`src/design/fetch_params.svh`:
```
`ifndef FETCH_PARAMS_SVH
`define FETCH_PARAMS_SVH

// instruction word and byte address width
`define ISA_WIDTH 32

// log2 of instruction memory words
`define ROM_DEPTH 10

// upgrade address, top bit picks imem or dmem
`define UPG_ADDR_WIDTH (`ROM_DEPTH + 1)

// decode side buffer depth, also credits out of reset
`define FETCH_CREDITS 4

`endif
```
`src/design/isa_pkg.sv`:
```
`include "fetch_params.svh"

package isa_pkg;

    // one instruction or data word
    typedef logic [`ISA_WIDTH-1:0] word_t;

    // byte address, low two bits stay zero
    typedef logic [`ISA_WIDTH-1:0] pc_t;

    // one fetched instruction with its address
    typedef struct packed {
        pc_t   pc;     // address of instr
        word_t instr;  // word read at pc
    } fetch_pkt_t;

    // sequential step in bytes
    localparam pc_t PC_STEP = `ISA_WIDTH'(4);

    // byte address to instruction memory word index
    function automatic logic [`ROM_DEPTH-1:0] word_index(pc_t addr);
        return addr[`ROM_DEPTH+1:2];
    endfunction

endpackage

```
`src/design/fetch_if.sv`:
```
interface fetch_if;

    logic                 issue;      // read started this cycle
    isa_pkg::pc_t         rd_pc;      // pc of that read
    logic                 credit_ok;  // room left downstream
    logic                 rd_valid;   // memory word returned
    isa_pkg::fetch_pkt_t  rd_pkt;     // pc and word of the return

    modport core (
        output issue,
        output rd_pc,
        output rd_valid,
        output rd_pkt,
        input  credit_ok
    );

    modport sender (
        input  issue,
        input  rd_pc,
        input  rd_valid,
        input  rd_pkt,
        output credit_ok
    );

endinterface

```
`src/design/fetch_sender.sv`:
```
`include "fetch_params.svh"

module fetch_sender (
    input  logic            clk,
    input  logic            rst_n,
    fetch_if.sender         fi,
    input  logic            credit_return,  // decode freed one slot
    output logic            fetch_valid,
    output isa_pkg::pc_t    fetch_pc,
    output isa_pkg::word_t  fetch_instr
);

    localparam int CW = $clog2(`FETCH_CREDITS + 1);

    logic [CW-1:0] credits;   // free slots at decode
    logic [CW-1:0] inflight;  // issued, not yet sent

    always_ff @(posedge clk or negedge rst_n) begin
        if (!rst_n) begin
            credits     <= CW'(`FETCH_CREDITS);
            inflight    <= '0;
            fetch_valid <= 1'b0;
        end else begin
            credits     <= credits + CW'(credit_return) - CW'(fetch_valid);
            inflight    <= inflight + CW'(fi.issue) - CW'(fetch_valid);
            fetch_valid <= fi.rd_valid;  // two cycles after issue
        end
    end

    // output register toward decode
    always_ff @(posedge clk) begin
        if (fi.rd_valid) begin
            fetch_pc    <= fi.rd_pkt.pc;
            fetch_instr <= fi.rd_pkt.instr;
        end
    end

    // a credit is spent at issue, so reads in flight count against it
    assign fi.credit_ok = credits > inflight;

endmodule

```
`src/flat_wrapper.sv`:
```
// flat-port wrapper written by rule: the top's interface ports become plain ports
module fetch_sender_flat 
  (clk, rst_n, credit_return, fetch_valid, fetch_pc, fetch_instr, fi_issue, fi_rd_pc, fi_rd_valid, fi_rd_pkt, fi_credit_ok);
  fetch_if fi_i ();
  input  logic clk;
  input  logic rst_n;
  input  logic credit_return;
  output logic fetch_valid;
  output isa_pkg::pc_t fetch_pc;
  output isa_pkg::word_t fetch_instr;
  input wire logic [$bits(fi_i.issue)-1:0] fi_issue;
  input wire logic [$bits(fi_i.rd_pc)-1:0] fi_rd_pc;
  input wire logic [$bits(fi_i.rd_valid)-1:0] fi_rd_valid;
  input wire logic [$bits(fi_i.rd_pkt)-1:0] fi_rd_pkt;
  output wire logic [$bits(fi_i.credit_ok)-1:0] fi_credit_ok;
  assign fi_i.issue = fi_issue;
  assign fi_i.rd_pc = fi_rd_pc;
  assign fi_i.rd_valid = fi_rd_valid;
  assign fi_i.rd_pkt = fi_rd_pkt;
  assign fi_credit_ok = fi_i.credit_ok;
  fetch_sender u_core (.clk(clk), .rst_n(rst_n), .fi(fi_i), .credit_return(credit_return), .fetch_valid(fetch_valid), .fetch_pc(fetch_pc), .fetch_instr(fetch_instr));
endmodule
```
`config.mk`:
```
export PLATFORM = sky130hd
export DESIGN_NAME = fetch_sender_flat
export DESIGN_NICKNAME = d
export VERILOG_FILES = /design/src/design/isa_pkg.sv /design/src/design/fetch_if.sv /design/src/design/fetch_sender.sv /design/src/flat_wrapper.sv
export VERILOG_INCLUDE_DIRS = /design/src /design/src/design
export SDC_FILE = /design/constraint.sdc
export NUM_CORES = 1
export LEC_CHECK = 0
export BUFFER_PORTS_ARGS = -buffer_cell sky130_fd_sc_hd__buf_2
export CAP_MARGIN = 20
export CORE_AREA = 4 4 83 77
export CTS_CLUSTER_DIAMETER = 80
export DETAILED_ROUTE_END_ITERATION = 16
export DIE_AREA = 0 0 87 81
export HOLD_SLACK_MARGIN = 0.12
export PLACE_DENSITY = 0.82
export SETUP_SLACK_MARGIN = 0.3
export SLEW_MARGIN = 5
export SYNTH_ARGS = -nofsm -noshare
export SYNTH_HDL_FRONTEND = slang
export SYNTH_SLANG_ARGS = --single-unit
```
`constraint.sdc`:
```
create_clock -name clk -period 3.26 [get_ports clk]
set_input_delay 0.326 -clock clk [delete_from_list [all_inputs] [get_ports clk]]
set_output_delay 0.326 -clock clk [all_outputs]
set_load 0.01 [all_outputs]
```
; ---- Yosys cells after proc, flatten, opt, wreduce, memory -nomap -nowiden
; Index checks and enable logic that the tools add are counted.
[classes]
order_cmp = 1
n_addsub = 4
[op_table]
columns = operator, n
row1 = 3-bit by 1-bit adder with 3-bit output, 2
row2 = 3-bit by 1-bit subtractor with 3-bit output, 2
row3 = 3-bit greater-than comparator, 1
[totals]
reg_bits = 71

; ---- Longest topological paths before layout
[depth]
ltp_word = 2
ltp_mapped = 7
depth_no_buf = 7

; ---- Worst setup path before layout
; No wires, ideal clock.
[synth_path]
kind = register -> register
from = register u_core.fetch_valid
to = register u_core.inflight[2]
t_required_ps = 3137
setup_slack_ps = 1614
t_arrival_ps = 1524
n_path_buf = 0
synth_period_minus_slack_ps = 1646
path_stages_with_launch = 7
path_cell_list = dfrtp_1 ha_1 inv_1 ha_1 fa_1 xnor2_1 xnor2_1
[synth_via]
elab_chain_cells = 1
[synth_rtl]
columns = item, line_no
row1 = "start, declared", fetch_sender.sv:8  ; output logic fetch_valid,
row2 = "start signal, assigned", fetch_sender.sv:26  ; fetch_valid <= fi.rd_valid;
row3 = 3-bit by 1-bit subtractor with 3-bit output, fetch_sender.sv:25  ; inflight <= inflight + CW'(fi.issue) - CW'(fetch_valid);
row4 = "end signal, assigned", fetch_sender.sv:25
row5 = "end, declared", fetch_sender.sv:16  ; logic [CW-1:0] inflight;
; No other way between the ends.
; A chain may end at the register's enable or synchronous reset.

; ---- Final worst setup path
[layout_path]
from = register u_core.inflight[1]
to = output port fi_credit_ok
[layout_via]
elab_chain_cells = 1
[layout_rtl]
columns = item, line_no
row1 = 3-bit greater-than comparator, fetch_sender.sv:39  ; assign fi.credit_ok = credits > inflight;
row2 = "end, declared", flat_wrapper.sv:15  ; output wire logic [$bits(fi_i.credit_ok)-1:0] fi_credit_ok;
; No other way between the ends.

==> impl_metrics.yaml <==
logic_synthesis:
  synth_top_area_share_pct: 82.9
  ys_types: 10
  syn_avg_cell_area_um2: 23.9
  yosysWarnings: 0
  syn_area_mm2: 0.00232
  synth.area.top_cells: "edfxtp_1 83%, dfrtp_1 6.5%, ha_1 3.8%, fa_1 1.7%, inv_1 1.6%"
  yosys.area.top_type: "edfxtp_1"
  synth_cells: 97
  seq_area_frac_synth_pct: 90.5
  synth-seq-cells: 71
  synth_fp_nets: 207
cts:
  cts_tree: "built"
  cts.repair.resized: 0
  holdBufCountCts: 1
  cts_sinks: 71
  cts_buffer_depth: 2
  clockRootBuffer: "clkbuf_8"
  clk_pin_slew_ns: 0.08
  clk_latency_ns: 0.33
  numCtsBuffers: 9
  cts_setup_buffers: 0
  htreeDepth: 3
placement:
  gp_congestion: 0.718
  dp_hpwl_um: 3860
  placed_area_mm2: 0.00308
  portBuffers: 134
  dp_cells: 302
flow_run:
  cap_violations: 0
critical_path:
  cp_max_fo: 2
  critPathMaxStageDelay_ns: 0.37
  path_class: "register to primary output"
  crit_buf_inv: 2
  critPathTopFamily: "flip-flops"
  cp-start-kind: "register"
  endpoint_kind: "primary output"
  crit_cells: 6
  worstPathArrival_ns: 1.57
  path_cells: "inv_1 -> ha_1 -> nor2b_1 -> o21ai_1 -> a32oi_1 -> buf_2"
  reg2reg_setup_slack_ns: 1.56
  cp_slowest_cell: "dfrtp_1"
  ff2ff_path_depth: 6
  required_ns: 2.93
route:
  drc: 0
  wire_per_inst_um: 16.0
  drtIter0Drc: 65
  firstDrtPassIters: 4
  ant_nets: 0
  vias: 1409
  wl_um: 5110
  avgViaCountPerCell: 4.42
die:
  start_util_pct: 41.7
  core_area_mm2: 0.00556
  dieArea_mm2: 0.00705
  row_count: 26
  die_h_um: 81
  dieWidth_um: 87
  pin_count: 167
timing:
  rsz0062_at_grt: "no"
  finalSetupViolCount: 0
  worst_slew_pin_slew_ns: 0.795
  final_hold_viol_count: 0
  finalSetupTns_ns: 0
  layout_min_cycle_time_ns: 1.90
  max_freq_mhz: 527
  clock_skew_ns: 0.00401
  relSlewSlack_pct: 47.0
  holdWs_ns: 0.155
  finalMaxSlewViolations: 0
  period_share_pct: 58.2
layout:
  multi_input_area_um2: 183
  layout-drive-gt1-share_pct: 60.6
  syn_to_final_growth_pct: 40.6
  diodes: 0
  final_common_cell: "buf_2"
  fin_cells: 319
  seq_area_mm2: 0.00210
  final_cell_mix: "134 x buf_2, 64 x edfxtp_1, 10 x inv_1"
  layout.nets: 354
  final_area_mm2: 0.00326
  fillCellCount: 441
hold_path:
  hold_class: "input port to register"
  whs_path_depth: 1
grt:
  grt_usage_pct: 14.4
  antenna_found_initial: 0
  grt_overflow: 0
  grt_pass1_wl_um: 7130
  grt_pass1_vias: 1404
  grt_max_degree: 66
status:
  status: "finished clean"
pwr:
  power.leakage_nw: 1.45
  vdd_drop_max_uv: 331
  p_per_area_mw_per_mm2: 657
## cell type report
| class | instances | share of cell area (%) |
|---|---|---|
| sequential | 71 | 64.4 |
| tap | 70 | 2.69 |
| timing repair buffer | 136 | 21.1 |
| clock inverter | 6 | 1.19 |
| inverter | 10 | 1.15 |
| clock buffer | 10 | 3.91 |
| multi-input combinational | 16 | 5.60 |
## through the flow
step	util, %	setup WS [ns]	total power [mW]
finish	58.6	1.36	2.14
global route	58.6	1.28	2.27
CTS	58.6	1.33	2.18
detailed placement	55.4	1.58	1.58
global placement	55.4	1.60	1.56
floorplan	-	1.61	1.40
## kinds of logic (layout without fill, tap and decap cells)
| family | after synthesis | after routing | share of synthesized area [%] |
|---|---|---|---|
| buf+inv | 10 | 162 | 1.62 |
| fa+ha+maj | 9 | 9 | 5.50 |
| flops | 71 | 71 | 90.5 |
| simple gates | 1 | 1 | 0.270 |
| xor+xnor | 4 | 4 | 1.51 |
| compound gates | 2 | 2 | 0.593 |
## synthesized netlist by cell type
master    count
edfxtp_1     64
inv_1        10
ha_1          7
dfrtp_1       6
xnor2_1       4
fa_1          2
a32oi_1       1
dfstp_2       1
nor2b_1       1
o21ai_1       1
## routing by layer
layer / wire (µm) / global-route usage, %
met2: 2540 / 23.3
met3: 667 / 5.98
met4: 114 / 8.88
met5: 0 / 0
met1: 1780 / 15.7
## path summary, 6_finish.rpt
check | startpoint | end
worst max register to register | u_core.fetch_valid | u_core.inflight[2]
max in group asynchronous | rst_n | u_core.credits[2]
min in group asynchronous | rst_n | u_core.inflight[1]
worst max-delay path | u_core.inflight[1] | fi_credit_ok
worst min-delay path | fi_rd_pkt[51] | u_core.fetch_pc[19]
worst min register to register | u_core.inflight[2] | u_core.inflight[2]
## worst reg2reg max path: stages (launching register included)
cell,delay [ns]
dfrtp_1,0.40
ha_1,0.29
inv_1,0.04
ha_1,0.19
fa_1,0.38
xnor2_1,0.19
xnor2_1,0.13
## registers in the layout, summed over array words and instances (netlist names)
name / flops
u_core.fetch_instr: 32
u_core.fetch_pc: 32
u_core.credits: 3
u_core.inflight: 3
u_core.fetch_valid: 1
## report_power, final
group | switching (mW) | leakage, nW | internal, mW
Sequential | 0.0400 | 0.707 | 1.11
Clock | 0.317 | 0.0820 | 0.273
Combinational | 0.205 | 0.665 | 0.195
Total | 0.562 | 1.45 | 1.58
Power figures use the tool's default switching activity.
