===== src/design/fetch_params.svh =====
`ifndef FETCH_PARAMS_SVH
`define FETCH_PARAMS_SVH

// instruction word and byte address width
`define ISA_WIDTH 32

// log2 of instruction memory words
`define ROM_DEPTH 10

// upgrade address, top bit picks imem or dmem
`define UPG_ADDR_WIDTH (`ROM_DEPTH + 1)

// decode side buffer depth, also credits out of reset
`define FETCH_CREDITS 4

`endif

===== src/design/ctrl_pkg.sv =====
package ctrl_pkg;

    // next pc selection on an issue
    typedef enum logic [1:0] {
        REDIR_NONE   = 2'b00,  // pc + 4
        REDIR_OFFSET = 2'b01,  // pc + 4 + 4 * value
        REDIR_ABS    = 2'b10   // pc = value
    } redirect_e;

    // upgrade address space, split by the top address bit
    typedef enum logic {
        REGION_IMEM = 1'b0,  // lower half, instruction words
        REGION_DMEM = 1'b1   // upper half, data words
    } region_e;

endpackage


===== src/design/isa_pkg.sv =====
`include "fetch_params.svh"

package isa_pkg;

    // one instruction or data word
    typedef logic [`ISA_WIDTH-1:0] word_t;

    // byte address, low two bits stay zero
    typedef logic [`ISA_WIDTH-1:0] pc_t;

    // one fetched instruction with its address
    typedef struct packed {
        pc_t   pc;     // address of instr
        word_t instr;  // word read at pc
    } fetch_pkt_t;

    // sequential step in bytes
    localparam pc_t PC_STEP = `ISA_WIDTH'(4);

    // byte address to instruction memory word index
    function automatic logic [`ROM_DEPTH-1:0] word_index(pc_t addr);
        return addr[`ROM_DEPTH+1:2];
    endfunction

endpackage


===== src/design/program_loader.sv =====
`include "fetch_params.svh"

module program_loader (
    input  logic                        clk,
    input  logic                        rst_n,
    input  logic                        load_mode,   // high while a program is loaded
    input  logic                        upg_wen,     // upgrade port write strobe
    input  logic [`UPG_ADDR_WIDTH-1:0]  upg_adr,     // word address, top bit is region
    input  isa_pkg::word_t              upg_dat,     // upgrade word
    output logic                        imem_we,
    output logic [`ROM_DEPTH-1:0]       imem_addr,
    output isa_pkg::word_t              imem_data,
    output logic                        dmem_wen,
    output logic [`ROM_DEPTH-1:0]       dmem_addr,
    output isa_pkg::word_t              dmem_data,
    output logic                        pc_reset     // one cycle when load ends
);

    logic                        wen_q;   // registered strobe, load mode only
    logic [`UPG_ADDR_WIDTH-1:0]  adr_q;
    isa_pkg::word_t              dat_q;
    logic                        load_q;  // load_mode last cycle
    ctrl_pkg::region_e           region;

    always_ff @(posedge clk or negedge rst_n) begin
        if (!rst_n) begin
            wen_q  <= 1'b0;
            load_q <= 1'b0;
        end else begin
            wen_q  <= upg_wen & load_mode;  // drop writes outside load mode
            load_q <= load_mode;
        end
    end

    always_ff @(posedge clk) begin
        if (upg_wen) begin
            adr_q <= upg_adr;
            dat_q <= upg_dat;
        end
    end

    assign region = ctrl_pkg::region_e'(adr_q[`UPG_ADDR_WIDTH-1]);  // top bit picks target

    assign imem_we   = wen_q & (region == ctrl_pkg::REGION_IMEM);
    assign imem_addr = adr_q[`ROM_DEPTH-1:0];
    assign imem_data = dat_q;

    assign dmem_wen  = wen_q & (region == ctrl_pkg::REGION_DMEM);
    assign dmem_addr = adr_q[`ROM_DEPTH-1:0];  // region bit stripped
    assign dmem_data = dat_q;

    // falling edge of load_mode, kept combinational so the core
    // cannot issue from a stale pc in the first cycle after loading
    assign pc_reset = load_q & ~load_mode;

endmodule


===== config.mk =====
export PLATFORM = sky130hd
export DESIGN_NAME = program_loader
export DESIGN_NICKNAME = d
export VERILOG_FILES = /design/src/design/ctrl_pkg.sv /design/src/design/isa_pkg.sv /design/src/design/program_loader.sv
export VERILOG_INCLUDE_DIRS = /design/src /design/src/design
export SDC_FILE = /design/constraint.sdc
export NUM_CORES = 1
export LEC_CHECK = 0
export BUFFER_PORTS_ARGS = -buffer_cell sky130_fd_sc_hd__buf_2
export CAP_MARGIN = 20
export CORE_MARGIN = 8
export CORE_UTILIZATION = 42
export CTS_CLUSTER_DIAMETER = 150
export CTS_CLUSTER_SIZE = 25
export DETAILED_ROUTE_END_ITERATION = 8
export HOLD_SLACK_MARGIN = 0.06
export PLACE_DENSITY = 0.84
export SLEW_MARGIN = 40
export SYNTH_ARGS = -nofsm -noshare
export SYNTH_HDL_FRONTEND = slang
export SYNTH_SLANG_ARGS = --single-unit

===== constraint.sdc =====
create_clock -name clk -period 1.1 [get_ports clk]
set_input_delay 0.11 -clock clk [delete_from_list [all_inputs] [get_ports clk]]
set_output_delay 0.11 -clock clk [all_outputs]
set_load 0.005 [all_outputs]

# --- After elaboration in Yosys (flattened, before gate mapping) ---
# Index checks and enable logic that the tools add are counted.
# W data, S select, Z words.
word_totals:
  regBits: 45
  wordCells: 10
  input_bits: 47
op_classes:
  bitwise: 6
ops:
  columns: ["operator", "count"]
  rows:
  - ["$and A1 B1 Y1", 4]
  - ["$not A1 Y1", 2]

# --- Depth between registers and ports, before layout ---
# Gate-level depths: netlist (run 1).
logic_depth:
  ltp_word: 2
  depth_mapped: 1

# --- Worst setup path after synthesis (run 1) ---
# OpenSTA, ideal clock, no wires.
synth_path:
  kind: "register to output"
  start: "register adr_q[10]"
  end: "output port imem_we"
  n_path_buf: 0
  required_ns: 0.990
  path_stages_with_launch: 2
  setup_slack_ns: 0.435
  t_arrival_ns: 0.555
  path_cell_list: "edfxtp_1 -> and2b_2"
synth_via:
  elab_chain_cells: 2
synth_rtl:
  columns: ["element", "line", "source"]
  rows:
  - ["start, declared", "program_loader.sv:20", "logic [`UPG_ADDR_WIDTH-1:0] adr_q;"]
  - ["start signal, assigned", "program_loader.sv:37", "adr_q <= upg_adr;"]
  - ["$not A1 Y1", "program_loader.sv:44", "assign imem_we = wen_q & (region == ctrl_pkg::REGION_IMEM);"]
  - ["$and A1 B1 Y1", "program_loader.sv:44", null]
  - ["end, declared", "program_loader.sv:10", "output logic imem_we,"]
# Every way passes these cells.

# --- Worst setup path after layout (run 1) ---
# Ends and elaborated chain as after synthesis.

==> metrics.yaml, run 1 <==
hold_path:
  hp-class: "in -> reg"
  min_from: "load_mode"
timing:
  max-slew-margin-rel_pct: 85.0
  drv_slew: 0
  fin_crit_sh_pct: 103
  hold_viol: 0
  period_needed_ns: 1.14
  fmax_mhz: 878
  setup_violations: 2
  rsz0062_at_grt: "yes"
  worst_slack_ns: -0.0384
  worst_slew_pin_slew_ns: 0.225
die:
  die_h_um: 80.8
  rows: 23
  start_util_pct: 43.8
  ios: 134
  die_w_um: 80.8
  core-area_sq_um: 4030
  fp.dieArea_sq_um: 6530
worst_setup_path:
  critPathMaxStageDelay_ns: 0.41
  crit_fanout: 2
  cp_data_arrival_time_ns: 1.03
  critical-path-slowest-cell: "edfxtp_1"
  startpoint: "adr_q[10]$_DFFE_PP_"
  start_kind: "flop"
  cp_data_required_time_ns: 0.99
  critPathCaptureType: "primary output"
  critPathKind: "reg -> out"
  crit_chain: "and2b_2, buf_6"
placed_design:
  portBuffers: 133
  hpwl_um: 3420
  gp_congestion: 0.674
  place_area_sq_um: 2120
final_layout:
  drive_above_1_share_pct: 61.7
  post-route-util_pct: 66.7
  n_fill_cell: 286
  syn_to_final_growth_pct: 52.3
  fin_area_sq_um: 2690
  fin_nets: 282
pwr:
  p_leak_nw: 1.24
  vdd_drop_max_mv: 0.645
  pwr_density_cell_nw_per_um2: 1420
yosys:
  synth_top_area_cell: "edfxtp_1"
  synth.avg_cell_area_sq_um: 17.5
  syn_area_sq_um: 1760
  ys_ff_latch: 45
  synth_nets: 148
  ys_seq_area_share_pct: 76.0
  ys_types: 5
  synth_cells: 101
  ys_warn_count: 0
  netlist.area_leader.share_pct: 73.2
  synth_area_leaders: "edfxtp_1, buf_4, dfrtp_1"
status:
  violations: "negative setup slack"
  status: "finished with violations"
grt:
  track_usage_pct: 13.4
  grt_pass1_wl_um: 6510
  grt_pass1_vias: 1266
  antenna_found_initial: 1
  grt_max_degree: 45
  overflow: 0
clock_tree:
  htree_levels: 2
  cts_tree: "yes"
  ctsRootBufferMaster: "clkbuf_8"
  clkTransAtPathRegs_ns: 0.08
  tritoncts.num_buffers: 5
  cts_sinks: 45
  clk_path_buf_depth: 2
run:
  drv_cap: 0
drt:
  final_antenna_net_count: 0
  viasPerCell: 4.20
  initialDrtViolationCount: 104
  drt_wl_total_um: 4790
  vias: 1202
  wire_per_inst_um: 16.7
  drc_errors: 0
  dr.pass1.iters: 4
## sequential cells by signal, indices dropped and copies added (netlist names)
| name | flops |
|---|---|
| load_q | 1 |
| wen_q | 1 |
| dmem_data | 32 |
| adr_q | 11 |
## power breakdown
group	switching [W]	internal, W
registers	0.0000589	0.00203
clock network	0.000512	0.000660
logic	0.000215	0.000332
total	0.000786	0.00302
## cell usage after synthesis, drive strengths merged
library cell,number
edfxtp,43
dfrtp,2
buf,52
and2b,2
and2,2
## worst paths after layout
path                               endpoint  slack (ns)  cells past startpoint
min in group asynchronous  load_q$_DFF_PN0_        0.14                      2
worst max-delay path                imem_we       -0.04                      2
worst min-delay path        wen_q$_DFF_PN0_        0.07                      2
max in group asynchronous   wen_q$_DFF_PN0_        0.87                      2
## layout by cell type (no fill, tap or decap)
cell type and instances:
clkinv_2 1, and2_2 1, clkbuf_8 5, edfxtp_1 43, buf_12 1, buf_6 1, bufinv_16 1, and2_4 1
and2b_2 2, diode_2 1, buf_2 132, dfrtp_1 2, dlygate4sd3_1 45
## critical path, delay by kind of cell, from the launching register on
kind	cells	cell delay, ns
buffers and inverters	1	0.09
and+or+nand+nor	1	0.24
DFF	1	0.41
## final cells by class
class | count | area [sq um] | share of cell area, %
antenna | 1 | 2.50 | 0.0932
clock buffer | 5 | 68.8 | 2.56
clock inverter | 2 | 35.0 | 1.30
multi-input combinational | 4 | 33.8 | 1.26
sequential | 45 | 1340 | 49.9
tap | 50 | 62.6 | 2.33
timing repair buffer | 179 | 1140 | 42.5
## stage by stage
stage                     setup WS [ns]  power (W)  std cells  hold slack (ns)  TNS [ns]
after floorplan                   0.435    0.00237        101           -0.186         0
after global placement            0.323    0.00253        233           -0.105         0
after detailed placement          0.291    0.00255        233           -0.101         0
after CTS                       -0.0387    0.00385        285           0.0723   -0.0732
after global routing            -0.0792    0.00396        286           0.0954    -0.141
final                           -0.0384    0.00380        286           0.0730   -0.0568
## kinds of logic (layout without fill, tap and decap cells)
logic type / after synthesis / after routing / share of synthesized area, %
buf+inv: 52 / 186 / 22.1
flops: 45 / 45 / 76.0
simple gates: 4 / 4 / 1.84
other cells: 0 / 1 / 0
## timing repair
action,CTS,global route
setup buffers,0,0
hold buffers,45,0
cloned,0,0
endpoints found under the setup margin,2,2
endpoints found under the hold margin,46,0
resized for setup,0,2
## routing by layer
metal	GRT usage [%]	part of all wire, %
met1	12.0	31
met2	25.9	55
met3	4.19	12
met4	7.32	2.4
met5	0	0
Power figures use the tool's default switching activity.
==> inputs of run 2 (changes only) <==
--- a/config.mk
+++ b/config.mk
@@ -8,13 +8,15 @@
 export LEC_CHECK = 0
 export BUFFER_PORTS_ARGS = -buffer_cell sky130_fd_sc_hd__buf_2
 export CAP_MARGIN = 20
+export CELL_PAD_IN_SITES_DETAIL_PLACEMENT = 1
+export CELL_PAD_IN_SITES_GLOBAL_PLACEMENT = 2
 export CORE_MARGIN = 8
-export CORE_UTILIZATION = 42
+export CORE_UTILIZATION = 21
 export CTS_CLUSTER_DIAMETER = 150
 export CTS_CLUSTER_SIZE = 25
 export DETAILED_ROUTE_END_ITERATION = 8
 export HOLD_SLACK_MARGIN = 0.06
-export PLACE_DENSITY = 0.84
+export PLACE_DENSITY = 0.74
 export SLEW_MARGIN = 40
 export SYNTH_ARGS = -nofsm -noshare
 export SYNTH_HDL_FRONTEND = slang
==> constraint.sdc (replaced) <==
create_clock -name clk -period 1 [get_ports clk]
set_input_delay 0.1 -clock clk [delete_from_list [all_inputs] [get_ports clk]]
set_output_delay 0.1 -clock clk [all_outputs]
set_load 0.005 [all_outputs]
==> run 2 against run 1 <==
Largest power group unchanged. Critical endpoint is now dmem_wen. Critical path type unchanged. Cell area up 3.4%. The flow still finishes with violations (negative setup slack). Count of clock-buffer cells in the layout grew 3. Sequential power rose by 11%. Total power increased by 5.7%. Cell count is 20% higher. First-iteration DRC count is 67% lower. Global-route usage shrank 4.9 points.
==> metrics.yaml, run 2 (same netlist as run 1, synthesis figures left out) <==
hold_path:
  hp-class: "in -> async"
status:
  status: "finished with violations"
  violations: "negative setup slack"
worst_setup_path:
  start_kind: "flop"
  crit_buf_inv: 1
  critPathTopFamily: "flip-flops"
  crit_chain: "and2_2, buf_2"
  critPathKind: "reg -> out"
  endpoint: "dmem_wen"
  startpoint: "adr_q[10]$_DFFE_PP_"
  cp_data_arrival_time_ns: 1.00
  critical-path-slowest-cell: "edfxtp_1"
  cp_num_cells: 2
  critPathCaptureType: "primary output"
  crit_fanout: 2
  cp_data_required_time_ns: 0.90
  critPathMaxStageDelay_ns: 0.39
clock_tree:
  clk_path_buf_depth: 2
  ctsRootBufferMaster: "clkbuf_8"
  htree_levels: 2
  cts_sinks: 45
  tritoncts.num_buffers: 5
  cts_tree: "yes"
  clkTransAtPathRegs_ns: 0.08
  cts_setup_buffers: 0
timing:
  worst_slack_ns: -0.0998
  hold_viol: 0
  period_needed_ns: 1.10
  max-slew-margin-rel_pct: 91.3
  rsz0062_at_grt: "yes"
  drv_slew: 0
  hold_slack_ns: 0.132
  setup_violations: 3
  fin_crit_sh_pct: 110
  fmax_mhz: 909
  worst_slew_pin_slew_ns: 0.131
drt:
  dr.pass1.iters: 2
  initialDrtViolationCount: 34
  final_antenna_net_count: 0
  drt_wl_total_um: 4970
  vias: 1241
  viasPerCell: 3.61
  wire_per_inst_um: 14.4
  drc_errors: 0
final_layout:
  mostFrequentLayoutCell: "buf_2"
  register_area_sq_um: 1340
  drive_above_1_share_pct: 60.9
  largest_reg_flops: 32
  final_cell_mix: "buf_2, dlygate4sd3_1, edfxtp_1"
  multi_input_area_sq_um: 32.5
  fin_nets: 284
  n_fill_cell: 906
  fin_area_sq_um: 2780
  syn_to_final_growth_pct: 57.4
placed_design:
  portBuffers: 133
  place_area_sq_um: 2210
  gp_congestion: 0.623
  hpwl_um: 3870
grt:
  grt_pass1_wl_um: 7620
  overflow: 0
  antenna_found_initial: 1
  track_usage_pct: 8.51
  grt_max_degree: 23
  grt_pass1_vias: 1436
die:
  core-area_sq_um: 8180
  fp.dieArea_sq_um: 11600
  start_util_pct: 21.6
  ios: 134
  die_h_um: 108
  rows: 33
  die_w_um: 108
pwr:
  seqPwrFrac_pct: 57.1
  p_leak_nw: 1.25
  comb_power_share_pct: 15.2
  clkPwrFrac_pct: 27.6
  internal_power_w: 0.00317
  pwr_density_cell_nw_per_um2: 1450
  vdd_drop_max_mv: 0.579
  switchingPower_w: 0.000851
  swShare_pct: 21.2
run:
  drv_cap: 0
## run 2: changes by cell type in the layout (fill, tap and decap cells not counted), sizes merged
cell	delta
clkbuf	+3
buf	+1
bufinv	-1
clkinv	-1
dlygate4sd3	+1
## run 2: power by group through the flow
stage / sequential [W] / clock, W / combinational [W]
detailed placement: 0.00234 / 0 / 0.000481
finish: 0.00230 / 0.00111 / 0.000613
floorplan: 0.00235 / 0 / 0.000257
global placement: 0.00233 / 0 / 0.000470
global route: 0.00232 / 0.00128 / 0.000672
CTS: 0.00230 / 0.00119 / 0.000623
## run 2: layer usage
layer  track usage (%)  vias up  share of wire (%)
met1              7.54      592                 32
met4              3.37        0                1.7
met5                 0        -                  0
li1                  -      568                  -
met3              4.49        7                 12
met2              15.7       74                 55
## run 2: stage by stage
| stage | power (W) | std cells | TNS [ns] | util [%] | worst slack [ns] |
|---|---|---|---|---|---|
| floorplan | 0.00260 | 101 | 0 | - | 0.345 |
| finish | 0.00402 | 344 | -0.240 | 34.0 | -0.0998 |
| global route | 0.00427 | 344 | -0.407 | 34.0 | -0.143 |
| detailed placement | 0.00282 | 289 | 0 | 27.0 | 0.232 |
| global placement | 0.00280 | 289 | 0 | 27.0 | 0.241 |
| CTS | 0.00411 | 343 | -0.254 | 33.8 | -0.0993 |
## run 2: repair_timing
action | 4_1_cts | 5_1_grt
hold endpoints to repair | 46 | 0
hold buffers | 46 | 0
resized for setup | 0 | 2
endpoints found under the setup margin | 3 | 7
## run 2: final cells by class
class                   count  share of cell area (%)
diodes                      1                  0.0901
flip-flops and latches     45                    48.3
repair buffers            181                    42.5
multi-input cells           4                    1.17
well taps                 105                    4.73
clock buffers               8                    3.24
## run 2: how the worst min path moves through the flow
| stage | slack (ns) | from | to |
|---|---|---|---|
| floorplan | -0.20 | rst_n | load_q$_DFF_PN0_ |
| global placement | -0.11 | rst_n | wen_q$_DFF_PN0_ |
| detailed placement | -0.11 | rst_n | load_q$_DFF_PN0_ |
| CTS | 0.12 | rst_n | wen_q$_DFF_PN0_ |
| global route | 0.13 | rst_n | wen_q$_DFF_PN0_ |
| finish | 0.13 | rst_n | wen_q$_DFF_PN0_ |
